**config.mk**
```make
export PLATFORM = sky130hd
export DESIGN_NAME = alu_subsystem
export DESIGN_NICKNAME = d
export VERILOG_FILES = /design/src/alu_data_pkg.sv /design/src/alu_ctrl_pkg.sv /design/src/dyadic_op.sv /design/src/signed_add_sub.sv /design/src/triadic_alu.sv /design/src/operand_regs.sv /design/src/alu_subsystem.sv
export VERILOG_INCLUDE_DIRS = /design/src
export SDC_FILE = /design/constraint.sdc
export NUM_CORES = 1
export LEC_CHECK = 0
export ABC_AREA = 0
export ABC_CLOCK_PERIOD_IN_PS = 2600
export BUFFER_PORTS_ARGS = -buffer_cell sky130_fd_sc_hd__buf_2
export CAP_MARGIN = 20
export CORE_MARGIN = 10
export CORE_UTILIZATION = 40
export DETAILED_ROUTE_END_ITERATION = 8
export PLACE_DENSITY = 0.63
export SYNTH_ARGS = -nofsm -noshare
export SYNTH_HDL_FRONTEND = slang
export SYNTH_SLANG_ARGS = --single-unit
export TNS_END_PERCENT = 100
```
**constraint.sdc**
```tcl
create_clock -name clock -period 2.6 [get_ports clock]
set_input_delay 0.26 -clock clock [delete_from_list [all_inputs] [get_ports clock]]
set_output_delay 0.26 -clock clock [all_outputs]
set_load 0.005 [all_outputs]
```
**src/alu_settings.svh**
```systemverilog
/*
 * Sizing constants for the triadic ALU and its operand block.
 * Include this header wherever a width or a pipeline depth is needed;
 * the guard keeps repeated includes harmless.
 */

`ifndef ALU_SETTINGS_SVH
`define ALU_SETTINGS_SVH

// Width of every data word: operands A, B, R, S and both results
`define ALU_WORD_WIDTH 32

// Clock edges from issuing an op to its Ra/Rb appearing at the outputs
// The operand block also uses this to line up a pending S load with Rb
`define ALU_LATENCY 4

// Register stages placed after the add/sub so that retiming can split
// the carry chain, must stay in step with the triadic path (two stages)
`define ALU_SUM_DELAY 2

`endif

```
**src/alu_data_pkg.sv**
```systemverilog
/*
 * Data-path types for the triadic ALU: the word type and the small
 * selector codes for the third operand and the output shift.
 * Import wherever words or selector codes are handled.
 */

`default_nettype none

`include "alu_settings.svh"

package alu_data_pkg;

    // One data word
    typedef logic [`ALU_WORD_WIDTH-1:0] alu_word_t;

    // --------------------------------------------------
    // Third operand selector
    typedef logic [1:0] r_sel_t;

    // Previous result as is
    localparam r_sel_t R_SEL_R         = 2'd0;
    // All ones when R is zero, else all zeros
    localparam r_sel_t R_SEL_ZERO_MASK = 2'd1;
    // R's sign bit copied to every bit
    localparam r_sel_t R_SEL_NEG_MASK  = 2'd2;
    // Persistent S register
    localparam r_sel_t R_SEL_S         = 2'd3;

    // --------------------------------------------------
    // Shift applied to the extended result
    typedef logic [1:0] shift_sel_t;

    localparam shift_sel_t SHIFT_NONE    = 2'd0;
    localparam shift_sel_t SHIFT_RIGHT_U = 2'd1;
    localparam shift_sel_t SHIFT_RIGHT_S = 2'd2;
    localparam shift_sel_t SHIFT_LEFT    = 2'd3;

endpackage

`default_nettype wire

```
**src/alu_ctrl_pkg.sv**
```systemverilog
/*
 * Control-side types for the triadic ALU: the dyadic truth table and the
 * packed 20-bit control word issued with every op.
 * Import together with the data package, whose selector codes it uses.
 */

`default_nettype none

package alu_ctrl_pkg;

    import alu_data_pkg::*;

    // Four-entry truth table of a two-input Boolean function
    // Result bit is table[{a_bit, b_bit}], so a selects the upper half
    typedef logic [3:0] truth_table_t;

    // --------------------------------------------------
    // Control word, most significant field first
    // Total width is 20 bits, matching the issue bus of the ALU
    typedef struct packed {
        // Ra takes the plain triadic result instead of the extended one
        logic         split;
        // Shift of the extended result, applied in the last stage
        shift_sel_t   shift;
        // Combines the second triadic result with the sum
        truth_table_t dyadic_3;
        // Sign controls of the add/sub path
        logic         negate_b;
        logic         negate_a;
        // Second mux uses the inverted mask, giving the complement result
        logic         triadic_dual;
        // Functions of A and B chosen between by the third operand
        truth_table_t dyadic_2;
        truth_table_t dyadic_1;
        // Which third operand steers the bitwise muxes
        r_sel_t       r_sel;
    } alu_ctrl_t;

endpackage

`default_nettype wire

```
**src/dyadic_op.sv**
```systemverilog
/*
 * Universal bitwise Boolean function of two words.
 * A 4-bit truth table picks any of the 16 two-input functions,
 * applied independently at every bit position. Purely combinational.
 */

`timescale 1ns/1ns
`default_nettype none

module dyadic_op
    import alu_data_pkg::*, alu_ctrl_pkg::*;
(
    input  wire truth_table_t op_table,
    input  wire alu_word_t    a,
    input  wire alu_word_t    b,
    output alu_word_t         o
);

    // Each output bit looks up its own pair of input bits in the table
    always_comb begin
        for (int i = 0; i < $bits(alu_word_t); i++) begin
            o[i] = op_table[{a[i], b[i]}];
        end
    end

endmodule

`default_nettype wire

```
**src/signed_add_sub.sv**
```systemverilog
/*
 * Computes +/-A +/-B modulo the word width.
 * The sum is followed by a short register chain so it leaves in step with
 * the triadic path, and so a retiming tool can push those registers back
 * into the carry chain.
 */

`timescale 1ns/1ns
`default_nettype none

`include "alu_settings.svh"

module signed_add_sub
    import alu_data_pkg::*;
(
    input  wire logic      clock,
    input  wire logic      arst_n,
    input  wire alu_word_t a,
    input  wire alu_word_t b,
    input  wire logic      negate_a,
    input  wire logic      negate_b,
    output alu_word_t      sum
);

    localparam int DELAY = `ALU_SUM_DELAY;

    alu_word_t a_term;
    alu_word_t b_term;
    alu_word_t sum_raw;
    alu_word_t sum_pipe [DELAY];

    // Two's complement negation, carry out of the top is dropped
    always_comb begin
        a_term  = negate_a ? -a : a;
        b_term  = negate_b ? -b : b;
        sum_raw = a_term + b_term;
    end

    // --------------------------------------------------
    // Delay chain, stage 0 takes the raw sum
    always_ff @(posedge clock or negedge arst_n) begin
        if (!arst_n) begin
            for (int i = 0; i < DELAY; i++) begin
                sum_pipe[i] <= '0;
            end
        end else begin
            sum_pipe[0] <= sum_raw;
            for (int i = 1; i < DELAY; i++) begin
                sum_pipe[i] <= sum_pipe[i-1];
            end
        end
    end

    assign sum = sum_pipe[DELAY-1];

endmodule

`default_nettype wire

```
**src/triadic_alu.sv**
```systemverilog
/*
 * Four-stage pipelined triadic Boolean ALU.
 * Every cycle it accepts a control word plus A and B, and returns Ra and Rb
 * four edges later. The third operand comes from R, two masks built from R,
 * or the persistent S. One op issues per cycle with no stalls.
 */

`timescale 1ns/1ns
`default_nettype none

`include "alu_settings.svh"

module triadic_alu
    import alu_data_pkg::*, alu_ctrl_pkg::*;
(
    input  wire logic      clock,
    input  wire logic      arst_n,
    input  wire alu_ctrl_t ctrl,
    input  wire alu_word_t a,
    input  wire alu_word_t b,
    input  wire alu_word_t r,
    input  wire alu_word_t s,
    output alu_word_t      ra,
    output alu_word_t      rb
);

    localparam int STAGES = `ALU_LATENCY;

    // --------------------------------------------------
    // Control pipeline
    // Stage 0 reads the incoming word directly, later stages read a copy
    // registered alongside the data so each field is used where it belongs
    alu_ctrl_t ctrl_q [1:STAGES-1];

    always_ff @(posedge clock or negedge arst_n) begin
        if (!arst_n) begin
            for (int i = 1; i < STAGES; i++) begin
                ctrl_q[i] <= '0;
            end
        end else begin
            ctrl_q[1] <= ctrl;
            for (int i = 2; i < STAGES; i++) begin
                ctrl_q[i] <= ctrl_q[i-1];
            end
        end
    end

    // --------------------------------------------------
    // Stage 0: pick the third operand, evaluate d1 and d2, start the sum
    alu_word_t sel_raw;
    alu_word_t d1_raw;
    alu_word_t d2_raw;
    alu_word_t sel_q;
    alu_word_t d1_q;
    alu_word_t d2_q;
    alu_word_t sum;

    always_comb begin
        case (ctrl.r_sel)
            R_SEL_ZERO_MASK: sel_raw = {`ALU_WORD_WIDTH{~|r}};
            R_SEL_NEG_MASK:  sel_raw = {`ALU_WORD_WIDTH{r[`ALU_WORD_WIDTH-1]}};
            R_SEL_S:         sel_raw = s;
            default:         sel_raw = r;
        endcase
    end

    dyadic_op d1 (
        .op_table (ctrl.dyadic_1),
        .a        (a),
        .b        (b),
        .o        (d1_raw)
    );

    dyadic_op d2 (
        .op_table (ctrl.dyadic_2),
        .a        (a),
        .b        (b),
        .o        (d2_raw)
    );

    // The sum lands two edges later, right when stage 2 needs it
    signed_add_sub u_add_sub (
        .clock    (clock),
        .arst_n   (arst_n),
        .a        (a),
        .b        (b),
        .negate_a (ctrl.negate_a),
        .negate_b (ctrl.negate_b),
        .sum      (sum)
    );

    always_ff @(posedge clock or negedge arst_n) begin
        if (!arst_n) begin
            sel_q <= '0;
            d1_q  <= '0;
            d2_q  <= '0;
        end else begin
            sel_q <= sel_raw;
            d1_q  <= d1_raw;
            d2_q  <= d2_raw;
        end
    end

    // --------------------------------------------------
    // Stage 1: bitwise muxes form the triadic result
    // A one in the mask takes d2, a zero takes d1
    // In dual mode the second mux sees the inverted mask, so the two
    // results are complementary selections of the same pair
    alu_word_t mask_2;
    alu_word_t sd1_q;
    alu_word_t sd2_q;

    assign mask_2 = ctrl_q[1].triadic_dual ? ~sel_q : sel_q;

    always_ff @(posedge clock or negedge arst_n) begin
        if (!arst_n) begin
            sd1_q <= '0;
            sd2_q <= '0;
        end else begin
            sd1_q <= (d2_q & sel_q) | (d1_q & ~sel_q);
            sd2_q <= (d2_q & mask_2) | (d1_q & ~mask_2);
        end
    end

    // --------------------------------------------------
    // Stage 2: fold the sum into the second triadic result
    // The first result just moves along for a possible split
    alu_word_t d3_raw;
    alu_word_t d3_q;
    alu_word_t sd1_d;

    dyadic_op d3 (
        .op_table (ctrl_q[2].dyadic_3),
        .a        (sd2_q),
        .b        (sum),
        .o        (d3_raw)
    );

    always_ff @(posedge clock or negedge arst_n) begin
        if (!arst_n) begin
            d3_q  <= '0;
            sd1_d <= '0;
        end else begin
            d3_q  <= d3_raw;
            sd1_d <= sd1_q;
        end
    end

    // --------------------------------------------------
    // Stage 3: shift by one place, then split
    alu_word_t shifted;

    always_comb begin
        case (ctrl_q[3].shift)
            SHIFT_RIGHT_U: shifted = d3_q >> 1;
            // Arithmetic shift keeps the sign bit
            SHIFT_RIGHT_S: shifted = alu_word_t'($signed(d3_q) >>> 1);
            // Top bit falls off
            SHIFT_LEFT:    shifted = d3_q << 1;
            default:       shifted = d3_q;
        endcase
    end

    always_ff @(posedge clock or negedge arst_n) begin
        if (!arst_n) begin
            ra <= '0;
            rb <= '0;
        end else begin
            rb <= shifted;
            ra <= ctrl_q[3].split ? sd1_d : shifted;
        end
    end

    // --------------------------------------------------
    // The control word feeds every stage, so an X here spreads everywhere
    a_ctrl_known : assert property (
        @(posedge clock) disable iff (!arst_n) !$isunknown(ctrl)
    );

endmodule

`default_nettype wire

```
**src/operand_regs.sv**
```systemverilog
/*
 * Holds the persistent S operand next to the ALU.
 * S can be preset from outside at the next edge, or loaded from Rb once
 * the op that asked for the load has completed. A preset beats a load
 * arriving on the same edge.
 */

`timescale 1ns/1ns
`default_nettype none

`include "alu_settings.svh"

module operand_regs
    import alu_data_pkg::*;
(
    input  wire logic      clock,
    input  wire logic      arst_n,
    input  wire logic      s_load,
    input  wire logic      s_preset,
    input  wire alu_word_t s_preset_value,
    input  wire alu_word_t rb,
    output alu_word_t      s
);

    localparam int DEPTH = `ALU_LATENCY;

    // Load requests travel alongside their op through the ALU
    // The oldest bit is set exactly when that op's Rb is at the output
    logic [DEPTH-1:0] load_pipe;

    always_ff @(posedge clock or negedge arst_n) begin
        if (!arst_n) begin
            load_pipe <= '0;
        end else begin
            load_pipe <= {load_pipe[DEPTH-2:0], s_load};
        end
    end

    // --------------------------------------------------
    // S itself, preset checked first so it wins any collision
    always_ff @(posedge clock or negedge arst_n) begin
        if (!arst_n) begin
            s <= '0;
        end else if (s_preset) begin
            s <= s_preset_value;
        end else if (load_pipe[DEPTH-1]) begin
            s <= rb;
        end
    end

    // --------------------------------------------------
    // An unknown preset strobe would leave S undefined
    a_preset_known : assert property (
        @(posedge clock) disable iff (!arst_n) !$isunknown(s_preset)
    );

endmodule

`default_nettype wire

```
**src/alu_subsystem.sv**
```systemverilog
/*
 * Top level of the ALU block.
 * Joins the triadic ALU with the S operand register and feeds Ra back
 * as the ALU's R operand. All inputs are sampled every rising edge.
 */

`timescale 1ns/1ns
`default_nettype none

module alu_subsystem
    import alu_data_pkg::*, alu_ctrl_pkg::*;
(
    input  wire logic      clock,
    input  wire logic      arst_n,
    input  wire alu_ctrl_t ctrl,
    input  wire alu_word_t a,
    input  wire alu_word_t b,
    input  wire logic      s_load,
    input  wire logic      s_preset,
    input  wire alu_word_t s_preset_value,
    output alu_word_t      ra,
    output alu_word_t      rb
);

    // Persistent operand from the register block
    alu_word_t s;

    // R is simply the last Ra, looped straight back
    triadic_alu u_triadic_alu (
        .clock  (clock),
        .arst_n (arst_n),
        .ctrl   (ctrl),
        .a      (a),
        .b      (b),
        .r      (ra),
        .s      (s),
        .ra     (ra),
        .rb     (rb)
    );

    // S loads come from Rb, never from Ra
    operand_regs u_operand_regs (
        .clock          (clock),
        .arst_n         (arst_n),
        .s_load         (s_load),
        .s_preset       (s_preset),
        .s_preset_value (s_preset_value),
        .rb             (rb),
        .s              (s)
    );

endmodule

`default_nettype wire

```
; ---- After elaboration in Yosys (flattened, before gate mapping)
; Index checks and enable logic that the tools add are counted.
[word_totals]
register_bits = 406
input_bits = 120
output_inout_bits = 64
wordCells = 306
[classes]
addsub = 3
n_lt_le_gt_ge = 64
n_eq_ne = 6
n_mux = 200
bitwise_logic = 8
reduce_logical = 3
[ops]
columns = cell, n
row1 = 1-bit binary-select mux with 2-bit select, 96
row2 = "2-bit by 3-bit < comparator with 1-bit output, second input constant", 64
row3 = 32-bit two-way mux, 6
row4 = 32-bit one-hot mux with 3 select lines, 2
row5 = 32-bit bitwise AND, 4
row6 = 1-bit two-way mux, 96
row7 = 32-bit negator, 2
row8 = 32-bit NOT, 2
row9 = 32-bit OR, 2
row10 = 32-bit adder, 1
row11 = 32-bit OR reduction, 1
row12 = "2-bit equality test, second input constant", 4
row13 = "2-bit by 1-bit equality test with 1-bit output, second input constant", 2
row14 = 2-bit nonzero test, 1
row15 = 1-bit zero test, 1

; ---- Depth between registers and ports, before layout
; Gate-level depths: netlist of the first run.
[depth]
depth_word = 5
depth_mapped = 18
mapped_depth_nobuf = 17

; ---- By module
; Synthesis of the first run repeated with hierarchy kept, for this count alone.
[hier_totals]
cells_unflattened = 1526
hier_area_um2 = 19431.1
[by_module_without_submodules]
columns = mod, instances, cells_per_inst, area_each_um2, seq_area_each_um2
row1 = triadic_alu, 1, 746, 10744.1, 7657.3
row2 = signed_add_sub, 1, 505, 4729.5, 1601.5
row3 = dyadic_op, 3, 44, 780.7, 0.0
row4 = operand_regs, 1, 143, 1615.3, 900.9

; ---- Worst setup path after synthesis of the first run
; Ideal clock, no wire load.
[synth_timing]
path_type = input to register
startpoint = input b[11]
endpoint = register u_triadic_alu.u_add_sub.sum_pipe[61] (netlist name)
setup_time_ps = 136
arrival_time_ps = 4078
t_required_ps = 2464
setup_slack_ps = -1613
cell_stages = 14
n_path_buf = 1
cell_sequence = buf_6 > or4_4 > or4_4 > or4_4 > or4_4 > o41ai_1 > xnor2_1 > ha_1 > a211o_1 > a2111oi_0 > nor3_1 > a211o_1 > a31oi_1 > a311oi_1
[synth_via]
elab_chain_cells = 3
[synth_rtl]
columns = element, line_no
row1 = from (decl), alu_subsystem.sv:17  ; input wire alu_word_t b,
row2 = 32-bit negator, signed_add_sub.sv:35  ; b_term = negate_b ? -b : b;
row3 = 32-bit two-way mux *, signed_add_sub.sv:35
row4 = 32-bit adder *, signed_add_sub.sv:36  ; sum_raw = a_term + b_term;
row5 = net u_triadic_alu.u_add_sub.sum_raw[29], signed_add_sub.sv:29  ; alu_word_t sum_raw;
row6 = "to (signal, indexed assignment)", signed_add_sub.sv:49  ; sum_pipe[i] <= sum_pipe[i-1];
row7 = to (decl), signed_add_sub.sv:30  ; alu_word_t sum_pipe [DELAY];
; The timed path passes the listed nets; every way through them passes the cells marked *.
; A chain may end at the register's enable or synchronous reset.

; ---- Worst setup path in the final report of the first run
[layout_timing]
startpoint = input b[13]
endpoint = register u_triadic_alu.u_add_sub.sum_pipe[61] (netlist name)
; Same word-level chain as after synthesis.

==> impl_metrics.json, run 1 <==
{
  "p_int_mw": 13.82,
  "layout_min_cycle_time_ns": 3.618,
  "cp.arrival_ns": 4.03,
  "synth_top_cell_by_area": "dfrtp_1",
  "cap_viol_max_count": 0,
  "cts_sinks": 406,
  "clockRootBuffer": "clkbuf_16",
  "overflow": 0,
  "grt_pass1_vias": 14470,
  "path_max_fanout": 4,
  "die_h_um": 238.4,
  "drt-wirelength-per-cell_um": 20.72,
  "slowest_stage": "or4_4",
  "ant_nets": 0,
  "status": "complete, but fails checks",
  "required_ns": 3.01,
  "area.growth.synth_to_final_pct": 30.77,
  "power.clock.fraction": 0.294,
  "regToRegEndpoint": "u_triadic_alu.sel_q[3]",
  "yosysMostFrequentCell": "dfrtp_1",
  "dieWidth_um": 238.4,
  "fp.dieArea_sq_mm": 0.05685,
  "crit_path_max_incr_delay_ns": 0.52,
  "drv_slew": 0,
  "synth_commonest_cells": "dfrtp_1, o21ai_0, clkbuf_1",
  "synth_nets": 1662,
  "vias": 13380,
  "crit_chain": "buf_6 -> or4_4 -> or4_4 -> or4_4 -> or4_4 -> o21ai_1 -> xnor2_1 -> ha_1 -> a211o_1 -> buf_6 -> nor3b_2 -> nor3_2 -> a211o_1 -> a31oi_1 -> a311oi_1",
  "antenna_found_initial": 2,
  "wirelength_um": 52520,
  "placementRows": 79,
  "power.density_mw_per_mm2": 776.9,
  "fin_setup_tns_ns": -11.38,
  "syn_avg_cell_area_sq_um": 12.66,
  "nets": 2055,
  "fin_worst_skew_ns": 0.02050,
  "port_buffers": 183,
  "h-tree-depth": 2,
  "synth_top_area_share": 0.5323,
  "worstReg2RegStart": "u_triadic_alu.ra[5]",
  "dp_hpwl_um": 39370,
  "slew_headroom": 0.3007,
  "drc": 0,
  "start_kind": "input pin",
  "synth_edf_count": 0,
  "netlist_area_sq_mm": 0.01909,
  "power.leakage_nw": 10.74,
  "holdPathEnd": "u_triadic_alu.d1_q[31]",
  "placement.cell_area_sq_mm": 0.02221,
  "routabilityCongestion": 0.8890,
  "grt.total_usage": 0.1832,
  "fin_ws_ns": -1.018,
  "synth.yosys.seq_area_share": 0.5323,
  "grt_max_degree": 94,
  "viasPerCell": 5.279,
  "power_switching_mw": 5.572,
  "cts_tree": "done",
  "power_frac_seq": 0.450,
  "combinationalPowerShare": 0.256,
  "fmax_mhz": 276.4,
  "switching_share": 0.2874,
  "clk-insertion-delay-late_ns": 0.55,
  "violations": "negative setup slack",
  "cp_top_family": "simple AND/OR/NAND/NOR gates",
  "synth_area_leaders": "dfrtp_1, mux4_2, mux2_2",
  "start_util": 0.4074,
  "tightest_slew_ns": 1.049,
  "min_period_over_period": 1.392,
  "clkTransAtPathRegs_ns": 0.06,
  "setup-violations-final": 19,
  "end_kind": "flip-flop",
  "drt-initial-drc-count": 957,
  "ys_warn_count": 0,
  "hp-class": "input pin to flip-flop",
  "hold_viol_final": 0,
  "layout-drive-gt1-share": 0.4219,
  "vdd_ir_drop_max_v": 0.0005018,
  "synthFlopType": "dfrtp_1",
  "path_buf_inv": 2,
  "cts_buffer_depth": 3,
  "rr_worst_depth": 9,
  "cts_inserted_buffers": 39,
  "p_total_mw": 19.39,
  "hold_start": "a[31]",
  "rsz0062_at_grt": "yes",
  "ys_seq_elements": 406,
  "grt_pass1_wl_um": 82460,
  "synth_cell_types": 52,
  "whs_path_depth": 2,
  "core_area_sq_mm": 0.04685,
  "critPathMostFrequentCell": "or4_4",
  "design.portCount": 184,
  "async_flop_share": 1.000,
  "regToRegSetupSlack_ns": 0.14,
  "firstDrtPassIters": 5,
  "fin_area_sq_mm": 0.02496,
  "criticalPathCategory": "input pin to flip-flop",
  "synth_cells": 1508,
  "diodes": 0,
  "whs_ns": 0.07539
}
registers in the layout, summed over array words and instances, names as in the netlist:
register and cells:
u_operand_regs.load_pipe 4, u_operand_regs.s 32, u_triadic_alu.ctrl_q 18, u_triadic_alu.d1_q 32
u_triadic_alu.d2_q 32, u_triadic_alu.d3_q 32, u_triadic_alu.ra 32, u_triadic_alu.rb 32
u_triadic_alu.sd1_d 32, u_triadic_alu.sd1_q 32, u_triadic_alu.sd2_q 32, u_triadic_alu.sel_q 32
u_triadic_alu.u_add_sub.sum 32, u_triadic_alu.u_add_sub.sum_pipe 32
stage by stage:
| step | setup slack [ns] | util | instances |
|---|---|---|---|
| floorplan | -1.521 | - | 1508 |
| global placement | -1.648 | 0.4740 | 2409 |
| detailed placement | -1.681 | 0.4740 | 2409 |
| CTS | -1.005 | 0.5261 | 2529 |
| global route | -1.160 | 0.5327 | 2534 |
| finish | -1.018 | 0.5327 | 2534 |
placed cells by master (no fill, tap or decap), drive strengths merged, types with 9 or more instances in the layout:
cell | Yosys | routed
a21o | 19 | 19
a21oi | 62 | 62
a31oi | 9 | 9
buf | 13 | 430
clkbuf | 107 | 50
dfrtp | 406 | 406
dlygate4sd3 | 0 | 42
ha | 33 | 33
inv | 17 | 21
mux2 | 96 | 96
mux2i | 37 | 37
mux4 | 96 | 96
nand2 | 74 | 74
nand2b | 35 | 35
nand3 | 12 | 12
nor2 | 20 | 20
nor4 | 10 | 10
o211ai | 32 | 32
o21ai | 192 | 192
o31ai | 20 | 20
o41ai | 12 | 12
or3 | 12 | 12
or4 | 16 | 16
xnor2 | 77 | 77
xor2 | 43 | 43
how the worst max path moves through the flow:
stage               slack, ns  cells past startpoint  startpoint                                   end
floorplan               -1.52                     14       b[11]  u_triadic_alu.u_add_sub.sum_pipe[61]
global placement        -1.65                     14       b[13]  u_triadic_alu.u_add_sub.sum_pipe[61]
detailed placement      -1.68                     14       b[13]  u_triadic_alu.u_add_sub.sum_pipe[61]
CTS                     -1.01                     15       b[13]  u_triadic_alu.u_add_sub.sum_pipe[61]
global route            -1.16                     14       b[13]  u_triadic_alu.u_add_sub.sum_pipe[61]
finish                  -1.02                     15       b[13]  u_triadic_alu.u_add_sub.sum_pipe[61]
cell families after synthesis:
group                    after synthesis  share of synthesized area
multiplexers                         229                     0.1895
flip-flops                           406                     0.5323
AO/OA/AOI/OAI                        371                     0.1148
XOR/XNOR                             120                    0.05507
buffers and inverters                137                    0.02734
AND/OR/NAND/NOR                      211                    0.05828
adder cells (fa/ha/maj)               34                    0.02268
per-layer routing:
layer / track usage / wire length (um) / up-vias
li1: - / - / 6284
met1: 0.2515 / 24480 / 6730
met2: 0.2984 / 24790 / 281
met3: 0.02858 / 2102 / 77
met4: 0.04816 / 1114 / 4
met5: 0 / 25 / -
what timing repair did:
action,in CTS,in global routing
resized for setup,134,62
pin swaps,48,52
buffers inserted,13,10
hold buffers,42,0
hold endpoints to repair,99,0
setup endpoints to repair,32,30
worst reg2reg max path: stages (launching register included):
cell and delay (ns):
dfrtp_1 0.39, or4_1 0.60, nor4_1 0.28, buf_4 0.16, nand4_1 0.15, o21ai_4 0.14, buf_12 0.20, a21oi_1 0.08
o21ai_0 0.26, buf_4 0.16
power by group through the flow:
| stage | combinational, mW | clock, mW | sequential [mW] |
|---|---|---|---|
| floorplan | 2.56 | 0 | 8.45 |
| global placement | 4.34 | 0 | 8.75 |
| detailed placement | 4.40 | 0 | 8.80 |
| CTS | 4.82 | 5.85 | 8.71 |
| global route | 5.40 | 6.08 | 8.88 |
| finish | 4.96 | 5.71 | 8.72 |
final cells by class:
type                            instances  area (sq um)
Sequential cell                       406         10160
Clock inverter                         17         231.5
Clock buffer                           50          1047
Timing Repair Buffer                  472          3431
Tap cell                              607         759.5
Fill cell                            3946         21890
Inverter                               17         63.81
Multi-Input combinational cell        965          9263
Power figures use the tool's default switching activity.
==> run 2, diff against run 1 <==
Settings changed: SETUP_SLACK_MARGIN set to 0.1.
==> run 2 against run 1 <==
The flow still finishes with violations (negative setup slack); non-clock buffer count rose by 4; utilization rose by 0.31 points; cell area rose by 0.58%; cell count rose by 0.28%; critical path depth did not move; maximum frequency barely moved; register-to-register slack improved by 0.05 ns; clock power rose by 3.7%; count of clock-buffer cells in the layout rose by 5; via count rose by 0.28%; largest cell class unchanged; wire length fell by 0.78%.
==> impl_metrics.json, run 2 (same netlist as run 1, synthesis figures left out) <==
{
  "grt_max_degree": 84,
  "end_kind": "flip-flop",
  "rsz0062_at_grt": "yes",
  "dieWidth_um": 238.4,
  "criticalPathCategory": "input pin to flip-flop",
  "path_max_fanout": 4,
  "fin_ws_ns": -1.015,
  "ant_nets": 0,
  "utilization": 0.5358,
  "power.density_mw_per_mm2": 779.9,
  "h-tree-depth": 2,
  "drv_slew": 0,
  "die_h_um": 238.4,
  "viasPerCell": 5.279,
  "drt-wirelength-per-cell_um": 20.51,
  "dp_hpwl_um": 39260,
  "p_int_mw": 13.99,
  "antenna_found_initial": 3,
  "cts_sinks": 406,
  "required_ns": 3.01,
  "hold_viol_final": 0,
  "clkTransAtPathRegs_ns": 0.07,
  "drc": 0,
  "cts_buffer_depth": 3,
  "vdd_ir_drop_max_v": 0.0003928,
  "vias": 13410,
  "layout_common_cells": "dfrtp_1, buf_4, buf_2",
  "grt_pass1_wl_um": 82610,
  "fill_cells": 3961,
  "slew_headroom": 0.3858,
  "placementRows": 79,
  "tightest_slew_ns": 0.9213,
  "fmax_mhz": 276.6,
  "setup-violations-final": 19,
  "switching_share": 0.2851,
  "start_kind": "input pin",
  "multi_input_area_sq_mm": 0.009263,
  "p_total_mw": 19.58,
  "fp.dieArea_sq_mm": 0.05685,
  "grt.total_usage": 0.1833,
  "power.clock.fraction": 0.302,
  "wirelength_um": 52110,
  "core_area_sq_mm": 0.04685,
  "hp-class": "input pin to flip-flop",
  "cts_tree": "done",
  "drt-initial-drc-count": 1001,
  "nets": 2060,
  "fin_worst_skew_ns": 0.02018,
  "place_worst_setup_slack_ns": -1.688,
  "clockRootBuffer": "clkbuf_16",
  "layout_min_cycle_time_ns": 3.615,
  "combinationalPowerShare": 0.252,
  "status": "complete, but fails checks",
  "port_buffers": 183,
  "overflow": 0,
  "cts_inserted_buffers": 40,
  "start_util": 0.4074,
  "cp.arrival_ns": 4.03,
  "violations": "negative setup slack",
  "firstDrtPassIters": 5,
  "power.leakage_nw": 10.79,
  "power_switching_mw": 5.582,
  "grt_pass1_vias": 14190,
  "layout_commonest_cell": "dfrtp_1",
  "min_period_over_period": 1.390,
  "diodes": 0,
  "routabilityCongestion": 0.9049,
  "layout-drive-gt1-share": 0.4214,
  "area.growth.synth_to_final_pct": 31.52,
  "regToRegSetupSlack_ns": 0.19,
  "power_frac_seq": 0.446,
  "clk-insertion-delay-late_ns": 0.53,
  "design.portCount": 184,
  "cap_viol_max_count": 0,
  "ff_latch_area_sq_mm": 0.01016
}
## run 2: final cells by class
cell class / count / area share
Tap cell: 607 / 0.03026
Inverter: 17 / 0.002542
Clock inverter: 15 / 0.007975
Multi-Input combinational cell: 965 / 0.3690
Sequential cell: 406 / 0.4048
Clock buffer: 55 / 0.04656
Timing Repair Buffer: 476 / 0.1388
## run 2: power groups by stage
stage	Combinational, mW	Sequential (mW)	Clock (mW)
4_1_cts	4.72	8.73	6.07
3_3_place_gp	4.28	8.78	0
2_1_floorplan	2.56	8.45	0
5_1_grt	5.38	8.89	6.32
6_report	4.93	8.73	5.92
3_5_place_dp	4.33	8.82	0
## run 2: final timing paths
check	startpoint	end	cells after the start
setup / recovery	b[13]	u_triadic_alu.u_add_sub.sum_pipe[61]	15
hold / removal	a[31]	u_triadic_alu.d1_q[31]	2
setup reg to reg	u_triadic_alu.ra[5]	u_triadic_alu.sel_q[25]	8
hold reg to reg	u_triadic_alu.ctrl_q[58]	u_triadic_alu.ctrl_q[38]	0
max in group asynchronous	arst_n	u_triadic_alu.sd1_d[25]	3
min in group asynchronous	arst_n	u_triadic_alu.d2_q[5]	2
## run 2: metrics by stage
step                setup TNS [ns]  instances  hold slack, ns  instance area (sq um)
CTS                         -11.90       2533         0.06328                  24680
finish                      -12.48       2541         0.08507                  25100
detailed placement          -27.00       2403          0.3091                  22190
global placement            -26.65       2403          0.3057                  22190
global route                -14.76       2541         0.08208                  25100
floorplan                   -18.23       1508        -0.03559                  19180
## run 2: repair_timing
item | in CTS | in global routing
setup buffers | 23 | 11
pin swaps | 45 | 44
gates resized for setup | 116 | 76
setup endpoints to repair | 46 | 30
hold buffers | 42 | 0
endpoints found under the hold margin | 115 | 0
## run 2: metal layers
metal	track usage	wire (um)	vias up	share of wire
li1	-	-	6305	-
met1	0.2569	24450	6727	0.47
met2	0.2916	24310	301	0.47
met3	0.02616	1992	77	0.038
met4	0.05379	1328	4	0.025
met5	0	25	-	0.00048
## run 2: worst max-delay path: stages
cell and delay (ns):
buf_6 0.09, or4_4 0.53, or4_4 0.43, or4_4 0.44, or4_4 0.55, o21ai_2 0.16, xnor2_1 0.14, ha_1 0.29
inv_2 0.08, o21bai_2 0.11, a2111oi_4 0.38, nor3_2 0.09, a211o_1 0.27, a31oi_1 0.14, a311oi_1 0.07
==> run 3, diff against run 2 <==
Settings changed: CORE_UTILIZATION 40 to 55, PLACE_DENSITY 0.63 to 0.75.
==> run 3 against run 2 <==
The run still ends with negative setup slack left; critical endpoint unchanged; non-clock buffer count is 21 lower; critical path depth is 1 lower; hold slack worse by 0.0093 ns; cell count is 6.8% lower; worst setup slack better by 0.037 ns; global-route usage is 6.0 points higher; clock power is 5.1% lower.
==> impl_metrics.json, run 3 (same netlist as run 1, synthesis figures left out) <==
{
  "status": "complete, but fails checks",
  "violations": "negative setup slack",
  "combinationalPowerShare": 0.253,
  "vdd_ir_drop_max_v": 0.0005673,
  "hold_viol_final": 0,
  "vias": 13740,
  "power_switching_mw": 5.621,
  "viasPerCell": 5.804,
  "ant_nets": 0,
  "layout_min_cycle_time_ns": 3.578,
  "layout_commonest_cell": "dfrtp_1",
  "cts_buffer_depth": 3,
  "layout-drive-gt1-share": 0.4126,
  "power.clock.fraction": 0.292,
  "die_h_um": 206.3,
  "cts_inserted_buffers": 37,
  "dp_hpwl_um": 36870,
  "multi_input_area_sq_mm": 0.009266,
  "power_frac_seq": 0.456,
  "grt_max_degree": 94,
  "criticalPathCategory": "input pin to flip-flop",
  "fp.dieArea_sq_mm": 0.04255,
  "worstReg2RegStart": "u_triadic_alu.ra[22]",
  "fin_worst_skew_ns": 0.01551,
  "critPathMostFrequentCell": "or4_4",
  "start_util": 0.5553,
  "drc": 0,
  "setup-violations-final": 20,
  "core_area_sq_mm": 0.03437,
  "whs_ns": 0.07573,
  "slew_headroom": 0.3334,
  "fin_setup_tns_ns": -12.26,
  "routabilityCongestion": 0.9582,
  "fin_ws_ns": -0.9782,
  "rsz0062_at_grt": "yes",
  "dieWidth_um": 206.3,
  "area.growth.synth_to_final_pct": 29.04,
  "cp_top_family": "simple AND/OR/NAND/NOR gates",
  "drt-initial-drc-count": 984,
  "path_buf_inv": 1,
  "antenna_found_initial": 6,
  "cap_viol_max_count": 0,
  "hold_start": "a[31]",
  "rr_worst_depth": 9,
  "placementRows": 68,
  "p_int_mw": 13.67,
  "layout_common_cells": "dfrtp_1, buf_4, buf_2",
  "clkTransAtPathRegs_ns": 0.06,
  "path_max_fanout": 5,
  "power.density_mw_per_mm2": 783.2,
  "port_buffers": 183,
  "fill_cells": 2239,
  "cp.arrival_ns": 3.98,
  "nets": 2036,
  "clockRootBuffer": "clkbuf_16",
  "regToRegSetupSlack_ns": 0.19,
  "holdPathEnd": "u_triadic_alu.d2_q[31]",
  "h-tree-depth": 2,
  "tightest_slew_ns": 0.9999,
  "min_period_over_period": 1.376,
  "required_ns": 3.00,
  "drt-wirelength-per-cell_um": 22.00,
  "regToRegEndpoint": "u_triadic_alu.sel_q[4]",
  "overflow": 0,
  "whs_path_depth": 2,
  "grt.total_usage": 0.2429,
  "end_kind": "flip-flop",
  "utilization": 0.7165,
  "wirelength_um": 52100,
  "cts_tree": "done",
  "firstDrtPassIters": 5,
  "crit_path_max_incr_delay_ns": 0.53,
  "grt_pass1_wl_um": 80920,
  "hp-class": "input pin to flip-flop",
  "start_kind": "input pin",
  "crit_chain": "buf_6 -> or4_4 -> or4_4 -> or4_4 -> or4_4 -> o21ai_2 -> xnor2_1 -> ha_1 -> a211o_1 -> a2111oi_2 -> nor3_1 -> a211o_1 -> a31oi_1 -> a311oi_1",
  "cts_sinks": 406,
  "power.leakage_nw": 10.66,
  "clk-insertion-delay-late_ns": 0.53,
  "slowest_stage": "or4_4",
  "fmax_mhz": 279.5,
  "switching_share": 0.2914,
  "ff_latch_area_sq_mm": 0.01016,
  "grt_pass1_vias": 14360,
  "drv_slew": 0,
  "design.portCount": 184,
  "cp.depth": 14
}
run 3: stage by stage:
stage               power, mW  worst slack, ns  instances  instance area [sq um]
floorplan               11.01           -1.521       1508                  19180
global placement        12.93           -1.653       2236                  21880
detailed placement      13.08           -1.672       2236                  21880
CTS                     19.10           -1.014       2352                  24160
global route            20.13           -1.083       2366                  24620
finish                  19.29          -0.9782       2368                  24630
run 3: worst max path at each step:
stage,from,end,slack (ns)
final,b[13],u_triadic_alu.u_add_sub.sum_pipe[61],-0.98
after global routing,b[13],u_triadic_alu.u_add_sub.sum_pipe[61],-1.08
after CTS,b[13],u_triadic_alu.u_add_sub.sum_pipe[61],-1.01
after detailed placement,b[13],u_triadic_alu.u_add_sub.sum_pipe[61],-1.67
after global placement,b[13],u_triadic_alu.u_add_sub.sum_pipe[61],-1.65
after floorplan,b[11],u_triadic_alu.u_add_sub.sum_pipe[61],-1.52
run 3: layout make-up:
class,instances,area share
Sequential cell,406,0.4126
Antenna cell,3,0.0003048
Tap cell,455,0.02312
Multi-Input combinational cell,965,0.3762
Clock buffer,53,0.04501
Timing Repair Buffer,455,0.1336
Clock inverter,14,0.006554
Inverter,17,0.002591
run 3: repair_timing:
item | in CTS | in global routing
setup buffers | 9 | 15
endpoints found under the setup margin | 48 | 28
endpoints found under the hold margin | 103 | 0
hold buffers | 42 | 0
resized for setup | 106 | 73
pin swaps | 48 | 41
run 3: power by group through the flow:
stage	registers, mW	logic, mW	clock network [mW]
floorplan	8.45	2.56	0
global placement	8.76	4.17	0
detailed placement	8.83	4.26	0
CTS	8.77	4.64	5.70
global route	8.92	5.27	5.94
finish	8.79	4.87	5.62
run 3: per-layer routing:
layer | part of all wire | vias up | wire [um] | GRT usage
met3 | 0.065 | 68 | 3373 | 0.05141
met1 | 0.44 | 6950 | 22930 | 0.3343
met4 | 0.018 | 6 | 951 | 0.05577
met5 | 0.00088 | - | 46 | 0
met2 | 0.48 | 461 | 24800 | 0.3904
li1 | - | 6259 | - | -
